==> src/verilog/cpuPkg.sv <==
`default_nettype none

package cpuPkg;

	typedef logic [47:0] word_t;
	typedef logic [4:0] regAddr_t;
	// N, Z, C, V from bit 3 down to bit 0
	typedef logic [3:0] flags_t;
	typedef logic [3:0] cond_t;

	typedef enum cond_t {
		EQ = 4'h0,
		NE = 4'h1,
		GE = 4'hA,
		LT = 4'hB,
		GT = 4'hC,
		LE = 4'hD,
		AL = 4'hE
	} condCode_t;

	// Encodings match the command field of data instructions
	typedef enum logic [3:0] {
		AND = 4'b0000,
		SUB = 4'b0010,
		ADD = 4'b0100,
		ORR = 4'b1100,
		MOV = 4'b1101
	} aluOp_t;

	typedef enum logic [2:0] {
		DATA = 3'd0,
		MEM = 3'd1,
		BRANCH = 3'd2
	} opcode_t;

	typedef enum logic [1:0] {
		REGFILE = 2'b00,
		FROM_W = 2'b01,
		FROM_M = 2'b10
	} fwdSel_t;

	typedef struct packed {
		logic regWrite;
		logic memWrite;
		logic memToReg;
		logic aluSrc;
		logic branch;
		logic flagWrite;
		aluOp_t aluOp;
	} decodeCtrl_t;

	// Decode to execute
	typedef struct packed {
		decodeCtrl_t ctrl;
		cond_t cond;
		regAddr_t ra1;
		regAddr_t ra2;
		regAddr_t wa3;
		word_t rd1;
		word_t rd2;
		word_t extImm;
		word_t pc;
	} deStage_t;

	// Execute to memory
	typedef struct packed {
		logic regWrite;
		logic memWrite;
		logic memToReg;
		regAddr_t wa3;
		word_t aluOut;
		word_t writeData;
	} emStage_t;

	// Memory to writeback
	typedef struct packed {
		logic regWrite;
		logic memToReg;
		regAddr_t wa3;
		word_t aluOut;
		word_t readData;
	} mwStage_t;

endpackage

`default_nettype wire

==> src/verilog/alu.sv <==
`default_nettype none

module alu import cpuPkg::*; (
	input word_t a,
	input word_t b,
	input aluOp_t aluOp,
	output word_t result,
	output flags_t flags
);

	logic isSub;
	word_t bIn;
	logic [48:0] sum;
	logic carry;
	logic overflow;

	// Subtract as a plus inverted b plus one
	assign isSub = (aluOp == SUB);
	assign bIn = isSub ? ~b : b;
	assign sum = {1'b0, a} + {1'b0, bIn} + {48'd0, isSub};

	always_comb begin
		carry = 1'b0;
		overflow = 1'b0;
		case (aluOp)
			ADD, SUB: begin
				result = sum[47:0];
				carry = sum[48];
				// Same operand signs, different result sign
				overflow = (a[47] == bIn[47]) && (sum[47] != a[47]);
			end
			AND: result = a & b;
			ORR: result = a | b;
			MOV: result = b;
			default: result = '0;
		endcase
	end

	assign flags = {result[47], result == '0, carry, overflow};

endmodule

`default_nettype wire

==> src/verilog/condLogic.sv <==
`default_nettype none

module condLogic import cpuPkg::*; (
	input logic clk,
	input logic reset,
	input cond_t cond,
	input flags_t aluFlags,
	input logic flagWrite,
	output logic condEx
);

	flags_t flags;
	logic n;
	logic z;
	logic v;

	assign n = flags[3];
	assign z = flags[2];
	assign v = flags[0];

	// Condition checked against the stored flags
	always_comb begin
		case (condCode_t'(cond))
			EQ: condEx = z;
			NE: condEx = !z;
			GE: condEx = (n == v);
			LT: condEx = (n != v);
			GT: condEx = !z && (n == v);
			LE: condEx = z || (n != v);
			AL: condEx = 1'b1;
			default: condEx = 1'b0;
		endcase
	end

	// A failing instruction leaves the flags alone
	always_ff @(posedge clk) begin
		if (reset) begin
			flags <= '0;
		end else if (flagWrite && condEx) begin
			flags <= aluFlags;
		end
	end

endmodule

`default_nettype wire

==> src/verilog/cpu.sv <==
`default_nettype none

module cpu import cpuPkg::*; (
	input logic clk,
	input logic reset,
	input word_t instr,
	input word_t readData,
	output word_t pcF,
	output word_t aluOut,
	output word_t writeData,
	output logic memWrite
);

	// Fetch/decode register
	word_t instrD;
	word_t pcD;
	logic validD;

	// Decode
	opcode_t opD;
	decodeCtrl_t ctrlRaw;
	decodeCtrl_t ctrlD;
	regAddr_t ra1D;
	regAddr_t ra2D;
	word_t rd1D;
	word_t rd2D;
	word_t extImmD;

	// Stage registers
	deStage_t deStage;
	emStage_t emStage;
	mwStage_t mwStage;

	// Execute
	word_t fwdValA;
	word_t writeDataE;
	word_t srcA;
	word_t srcB;
	word_t aluResult;
	flags_t aluFlags;
	logic condEx;
	logic branchTaken;

	// Hazards and writeback
	logic stallF;
	logic stallD;
	logic flushD;
	logic flushE;
	fwdSel_t fwdA;
	fwdSel_t fwdB;
	word_t resultW;

	function automatic word_t fwdMux(input fwdSel_t sel, input word_t regVal,
			input word_t memVal, input word_t wbVal);
		case (sel)
			FROM_M: return memVal;
			FROM_W: return wbVal;
			default: return regVal;
		endcase
	endfunction

	// Taken branch redirects fetch one cycle after execute
	always_ff @(posedge clk) begin
		if (reset) begin
			pcF <= '0;
		end else if (branchTaken) begin
			pcF <= aluResult;
		end else if (!stallF) begin
			pcF <= pcF + 48'd4;
		end
	end

	always_ff @(posedge clk) begin
		if (reset || flushD) begin
			instrD <= '0;
			pcD <= '0;
			validD <= 1'b0;
		end else if (!stallD) begin
			instrD <= instr;
			pcD <= pcF;
			validD <= 1'b1;
		end
	end

	assign opD = opcode_t'(instrD[43:41]);

	decoder dec (
		.op(opD),
		.funct(instrD[40:35]),
		.ctrl(ctrlRaw)
	);

	// Flushed slot decodes to a bubble
	assign ctrlD = validD ? ctrlRaw : '0;

	// Stores read their data from Rd
	assign ra1D = instrD[34:30];
	assign ra2D = (opD == MEM) ? instrD[29:25] : instrD[4:0];

	regFile rf (
		.clk(clk),
		.we(mwStage.regWrite),
		.ra1(ra1D),
		.ra2(ra2D),
		.wa3(mwStage.wa3),
		.wd3(resultW),
		.rd1(rd1D),
		.rd2(rd2D)
	);

	// Branch offset counts words
	assign extImmD = (opD == BRANCH) ? {{22{instrD[23]}}, instrD[23:0], 2'b00}
		: {{24{instrD[23]}}, instrD[23:0]};

	always_ff @(posedge clk) begin
		if (reset || flushE) begin
			deStage <= '0;
		end else begin
			deStage.ctrl <= ctrlD;
			deStage.cond <= instrD[47:44];
			deStage.ra1 <= ra1D;
			deStage.ra2 <= ra2D;
			deStage.wa3 <= instrD[29:25];
			deStage.rd1 <= rd1D;
			deStage.rd2 <= rd2D;
			deStage.extImm <= extImmD;
			deStage.pc <= pcD;
		end
	end

	assign fwdValA = fwdMux(fwdA, deStage.rd1, emStage.aluOut, resultW);
	assign writeDataE = fwdMux(fwdB, deStage.rd2, emStage.aluOut, resultW);
	assign srcA = deStage.ctrl.branch ? deStage.pc + 48'd4 : fwdValA;
	assign srcB = deStage.ctrl.aluSrc ? deStage.extImm : writeDataE;

	alu aluUnit (
		.a(srcA),
		.b(srcB),
		.aluOp(deStage.ctrl.aluOp),
		.result(aluResult),
		.flags(aluFlags)
	);

	condLogic flagsUnit (
		.clk(clk),
		.reset(reset),
		.cond(deStage.cond),
		.aluFlags(aluFlags),
		.flagWrite(deStage.ctrl.flagWrite),
		.condEx(condEx)
	);

	assign branchTaken = deStage.ctrl.branch && condEx;

	always_ff @(posedge clk) begin
		if (reset) begin
			emStage <= '0;
		end else begin
			emStage.regWrite <= deStage.ctrl.regWrite && condEx;
			emStage.memWrite <= deStage.ctrl.memWrite && condEx;
			emStage.memToReg <= deStage.ctrl.memToReg;
			emStage.wa3 <= deStage.wa3;
			emStage.aluOut <= aluResult;
			emStage.writeData <= writeDataE;
		end
	end

	assign memWrite = emStage.memWrite;
	assign aluOut = emStage.aluOut;
	assign writeData = emStage.writeData;

	always_ff @(posedge clk) begin
		if (reset) begin
			mwStage <= '0;
		end else begin
			mwStage.regWrite <= emStage.regWrite;
			mwStage.memToReg <= emStage.memToReg;
			mwStage.wa3 <= emStage.wa3;
			mwStage.aluOut <= emStage.aluOut;
			mwStage.readData <= readData;
		end
	end

	assign resultW = mwStage.memToReg ? mwStage.readData : mwStage.aluOut;

	hazardUnit hazard (
		.deStage(deStage),
		.emStage(emStage),
		.mwStage(mwStage),
		.ra1D(ra1D),
		.ra2D(ra2D),
		.branchTaken(branchTaken),
		.stallF(stallF),
		.stallD(stallD),
		.flushD(flushD),
		.flushE(flushE),
		.fwdA(fwdA),
		.fwdB(fwdB)
	);

endmodule

`default_nettype wire

==> src/verilog/decoder.sv <==
`default_nettype none

module decoder import cpuPkg::*; (
	input opcode_t op,
	input logic [5:0] funct,
	output decodeCtrl_t ctrl
);

	always_comb begin
		ctrl = '0;
		case (op)
			DATA: begin
				// Immediate select, command, set-flags bit
				ctrl.regWrite = 1'b1;
				ctrl.aluSrc = funct[5];
				ctrl.aluOp = aluOp_t'(funct[4:1]);
				ctrl.flagWrite = funct[0];
			end
			MEM: begin
				// Address is base plus immediate
				ctrl.aluSrc = 1'b1;
				ctrl.aluOp = ADD;
				// Load bit sits at instruction bit 36
				if (funct[1]) begin
					ctrl.regWrite = 1'b1;
					ctrl.memToReg = 1'b1;
				end else begin
					ctrl.memWrite = 1'b1;
				end
			end
			BRANCH: begin
				// Target is PC plus 4 plus the shifted immediate
				ctrl.branch = 1'b1;
				ctrl.aluSrc = 1'b1;
				ctrl.aluOp = ADD;
			end
			default: begin
				ctrl = '0;
			end
		endcase
	end

endmodule

`default_nettype wire

==> src/verilog/hazardUnit.sv <==
`default_nettype none

module hazardUnit import cpuPkg::*; (
	input deStage_t deStage,
	input emStage_t emStage,
	input mwStage_t mwStage,
	input regAddr_t ra1D,
	input regAddr_t ra2D,
	input logic branchTaken,
	output logic stallF,
	output logic stallD,
	output logic flushD,
	output logic flushE,
	output fwdSel_t fwdA,
	output fwdSel_t fwdB
);

	logic loadUse;

	// Memory stage wins over writeback
	function automatic fwdSel_t pickSource(input regAddr_t ra, input emStage_t em,
			input mwStage_t mw);
		if (em.regWrite && em.wa3 == ra) begin
			return FROM_M;
		end else if (mw.regWrite && mw.wa3 == ra) begin
			return FROM_W;
		end
		return REGFILE;
	endfunction

	assign fwdA = pickSource(deStage.ra1, emStage, mwStage);
	assign fwdB = pickSource(deStage.ra2, emStage, mwStage);

	// Load in execute feeding an instruction in decode
	assign loadUse = deStage.ctrl.memToReg &&
		(deStage.wa3 == ra1D || deStage.wa3 == ra2D);

	assign stallF = loadUse;
	assign stallD = loadUse;
	assign flushD = branchTaken;
	assign flushE = loadUse || branchTaken;

endmodule

`default_nettype wire

==> src/verilog/regFile.sv <==
`default_nettype none

module regFile import cpuPkg::*; (
	input logic clk,
	input logic we,
	input regAddr_t ra1,
	input regAddr_t ra2,
	input regAddr_t wa3,
	input word_t wd3,
	output word_t rd1,
	output word_t rd2
);

	word_t regs [32];

	always_ff @(posedge clk) begin
		if (we) begin
			regs[wa3] <= wd3;
		end
	end

	// Write-through so decode sees the value written this cycle
	assign rd1 = (we && ra1 == wa3) ? wd3 : regs[ra1];
	assign rd2 = (we && ra2 == wa3) ? wd3 : regs[ra2];

endmodule

`default_nettype wire
==> config.mk <==
export PLATFORM = sky130hd
export DESIGN_NAME = cpu
export DESIGN_NICKNAME = d
export VERILOG_FILES = /design/src/verilog/cpuPkg.sv /design/src/verilog/alu.sv /design/src/verilog/condLogic.sv /design/src/verilog/cpu.sv /design/src/verilog/decoder.sv /design/src/verilog/hazardUnit.sv /design/src/verilog/regFile.sv
export SDC_FILE = /design/constraint.sdc
export NUM_CORES = 2
export LEC_CHECK = 0
export ABC_AREA = 0
export BUFFER_PORTS_ARGS = -buffer_cell sky130_fd_sc_hd__clkbuf_2
export CORE_MARGIN = 5
export CORE_UTILIZATION = 45
export DETAILED_ROUTE_END_ITERATION = 10
export PLACE_DENSITY = 0.73
export SLEW_MARGIN = 20
export SYNTH_ARGS = -nofsm -noshare
export SYNTH_HDL_FRONTEND = slang
export SYNTH_SLANG_ARGS = --single-unit
==> constraint.sdc <==
create_clock -name clk -period 9.11 [get_ports clk]
set_input_delay 0.4555 -clock clk [delete_from_list [all_inputs] [get_ports clk]]
set_output_delay 0.4555 -clock clk [all_outputs]
set_load 0.05 [all_outputs]
==> PnR_summary.wiki <==
{| class="wikitable"
! Metric !! Value
|-
| Number of primary I/O pins || 243
|-
| Most used standard cell by instance count after synthesis || edfxtp_1
|-
| Aggregate routed wire length || 340 mm
|-
| Crit path arrival time || 8.39 ns
|-
| Number of instances in the synthesized netlist || 8025
|-
| Root cell of the clock tree || clkbuf_16
|-
| Die span in x || 483 um
|-
| Number of synthesized flops with an enable pin || 1536
|-
| Height of the die || 483 um
|-
| Total CTS buffers || 199
|-
| Final Slew Violations || 0
|-
| Top-area cell type share of the netlist area || 0.458
|-
| Minimum period implied by the final worst setup slack || 7.60 ns
|-
| Most area-consuming cells after synthesis || edfxtp_1 46%, mux4_2 12%, dfxtp_1 11%
|-
| Kind of start point of the critical path || flip-flop
|-
| Post-detail-place hpwl || 211 mm
|-
| Slew margin rel. || 0.166
|-
| Commonest cells in the netlist || 1536 x edfxtp_1, 1003 x nand2_1, 606 x a211oi_1, 553 x dfxtp_1, 528 x mux4_2
|-
| Row Count || 173
|-
| Pwr per Cell Area || 194 nW/um2
|-
| Average wire per standard cell || 30.5 um
|-
| Number of H-tree branching levels || 4
|-
| Setup slack after layout || 1.51 ns
|-
| Total Routing Usage GR || 0.280
|-
| Final cell area excluding filler cells || 112000 um2
|-
| Count of antenna-violating nets left after detailed routing || 0
|-
| Die area || 233000 um2
|-
| Hold buffers post-CTS || 94
|-
| Number of distinct library cell variants in the gate-level netlist after synthesis || 84
|-
| Dominant synthesized flop cell || edfxtp_1
|-
| Asr flop ratio synth || 0
|-
| Endpoint required time on the critical path || 9.90 ns
|-
| Clock-pin slew reported for the worst setup and hold paths after clock tree synthesis || 0.07 ns
|-
| Count of vias placed by the detailed router || 73800
|-
| Kind of capture point of the worst setup path || flip-flop
|-
| Slew @ Worst Pin || 1.23 ns
|-
| Maximum number of pins on one net before global-route repair || 201
|-
| GR Overflow Total || 0
|-
| # port buffers || 241
|-
| Core area || 223000 um2
|-
| Synthesized netlist net count || 8172
|-
| Final std cells w/o fill || 11100
|-
| Static Leak || 37.0 nW
|-
| Worst ir drop on vdd || 212 uV
|-
| # resized after CTS || 0
|-
| Sequential share of the synthesized area || 0.568
|-
| Final setup fails || 0
|-
| Clock insertion delay at the later pin of the skew report || 0.87 ns
|-
| Setup repair after global routing missed its margin || no
|-
| First-pass GRT wire length || 489 mm
|-
| Post-Place Worst Slack || 1.77 ns
|-
| Critical path class || flip-flop to flip-flop
|-
| Number of cells after detailed placement || 10700
|-
| MaxCap Viol Count || 0
|-
| Buffer depth of the longest clock path || 3
|-
| Seq cells post-synth || 2089
|-
| Via/cell ratio || 6.63
|-
| Post-Route Skew || 0.0532 ns
|-
| Total chip power || 0.0217 W
|-
| Layout overhead on the synthesized area || 11.2%
|-
| Worst Hold Class || primary input to flip-flop
|-
| Share of layout cells above drive strength 1 || 0.168
|-
| Final hold violation count || 0
|-
| Via count of the first global-routing pass || 70800
|-
| Number of nets in the finished design || 8128
|-
| Max FO, Critical Path || 14
|-
| Final weighted congestion of routability-driven global placement || 1.01
|-
| Synth Cell Area || 101000 um2
|-
| Synth Warn # || 0
|-
| Biggest area consumer among synthesized cells || edfxtp_1
|-
| Run status || complete, no violations
|-
| Number of search-and-repair iterations in the first detailed-routing pass || 8
|-
| Setup tns final || 0 ns
|-
| Number of setup buffers added after CTS || 0
|-
| Synthesized area per cell || 12.5 um2
|-
| Clock sink count || 2089
|-
| Initial core utilization || 0.453
|-
| DR iter-0 viols || 10900
|-
| Maximum frequency from static timing analysis || 132 MHz
|-
| Crit share post-route || 0.834
|-
| Initial antenna violation count || 23
|-
| Post-Place Cell Area || 104000 um2
|-
| Clock tree from TritonCTS || done
|-
| DRC errors left || 0
|}
## metal layers
layer,GRT usage,vias up,part of all wire
li1,-,30600,-
met4,0.139,18,0.056
met2,0.427,5397,0.45
met3,0.0660,1021,0.13
met5,0,-,0.00036
met1,0.378,36800,0.37
## through the flow
| stage | util | hold WS [ns] |
|---|---|---|
| final | 0.503 | 0.0467 |
| after global routing | 0.503 | 0.0954 |
| after CTS | 0.503 | 0.0460 |
| after detailed placement | 0.468 | 0.403 |
| after global placement | 0.468 | 0.414 |
| after floorplan | - | 0.394 |
## cell type report
type	instances	area (um2)
fill	18400	111000
sequential	2089	57200
multi-input combinational	5138	40500
clock buffer	268	5430
tap	2975	3720
timing repair buffer	501	3590
clock inverter	105	1310
inverter	52	195
antenna	12	30.0
## worst paths after layout
| path | slack, ns | start | cells past startpoint | endpoint |
|---|---|---|---|---|
| setup / recovery | 1.51 | mwStage[98] | 22 | flagsUnit.flags[2] |
| hold / removal | 0.05 | reset | 2 | aluOut[4] |
| setup reg to reg | 1.51 | mwStage[98] | 22 | flagsUnit.flags[2] |
| hold reg to reg | 0.41 | deStage[219] | 2 | memWrite |
## registers in the layout, indices dropped and copies added (netlist names)
| register | count |
|---|---|
| pcF | 48 |
| aluOut | 48 |
| rf.regs | 1536 |
| flagsUnit.flags | 3 |
| memWrite | 1 |
| validD | 1 |
| pcD | 48 |
| deStage | 199 |
| instrD | 47 |
| mwStage | 103 |
| emStage | 7 |
| writeData | 48 |
## placed cells by master (no fill, tap or decap), drive strengths merged, types with 21 or more instances in the layout
cell	instances
edfxtp	1536
nand2	1003
a211oi	607
dfxtp	553
mux4	528
clkbuf	508
nor2	439
a21oi	403
and2	316
mux2i	290
buf	167
a31oi	164
nor2b	147
a311oi	147
xnor2	144
o21ai	141
nor3	112
and3	99
dlygate4sd3	94
nand3	91
clkinv	69
inv	61
xor2	59
nand4	51
ha	48
mux2	44
a21o	30
bufinv	23
nor4	21
## worst max-delay path: stages (launching register included)
cell	delay, ns
dfxtp_1	0.59
xnor2_1	0.22
nand4_2	0.36
nor2_4	0.66
buf_4	0.35
mux2i_1	0.10
o21ai_0	0.55
mux2_2	0.32
xnor2_1	0.07
ha_1	0.31
a211oi_1	0.45
o21ai_1	0.21
a31o_2	0.33
a41oi_1	0.58
xnor2_1	0.13
a22o_1	0.20
a31oi_1	0.31
nand4_1	0.25
or4_1	0.63
nor4_1	0.26
and4_1	0.22
nand4_1	0.11
o32ai_2	0.28
## report_power, final
part | switching (W) | internal [W] | total, W
registers | 0.000162 | 0.0103 | 0.0105
logic | 0.00172 | 0.000920 | 0.00264
clock network | 0.00373 | 0.00486 | 0.00859
## cells by family after synthesis
logic type                 synth area share
AOI/OAI and AO/OA                     0.112
xor gates and xnor gates             0.0177
adders and majority gates           0.00616
buffers and inverters                0.0346
DFF                                   0.568
muxes                                 0.152
and+or+nand+nor                       0.110
Power figures use the tool's default switching activity.
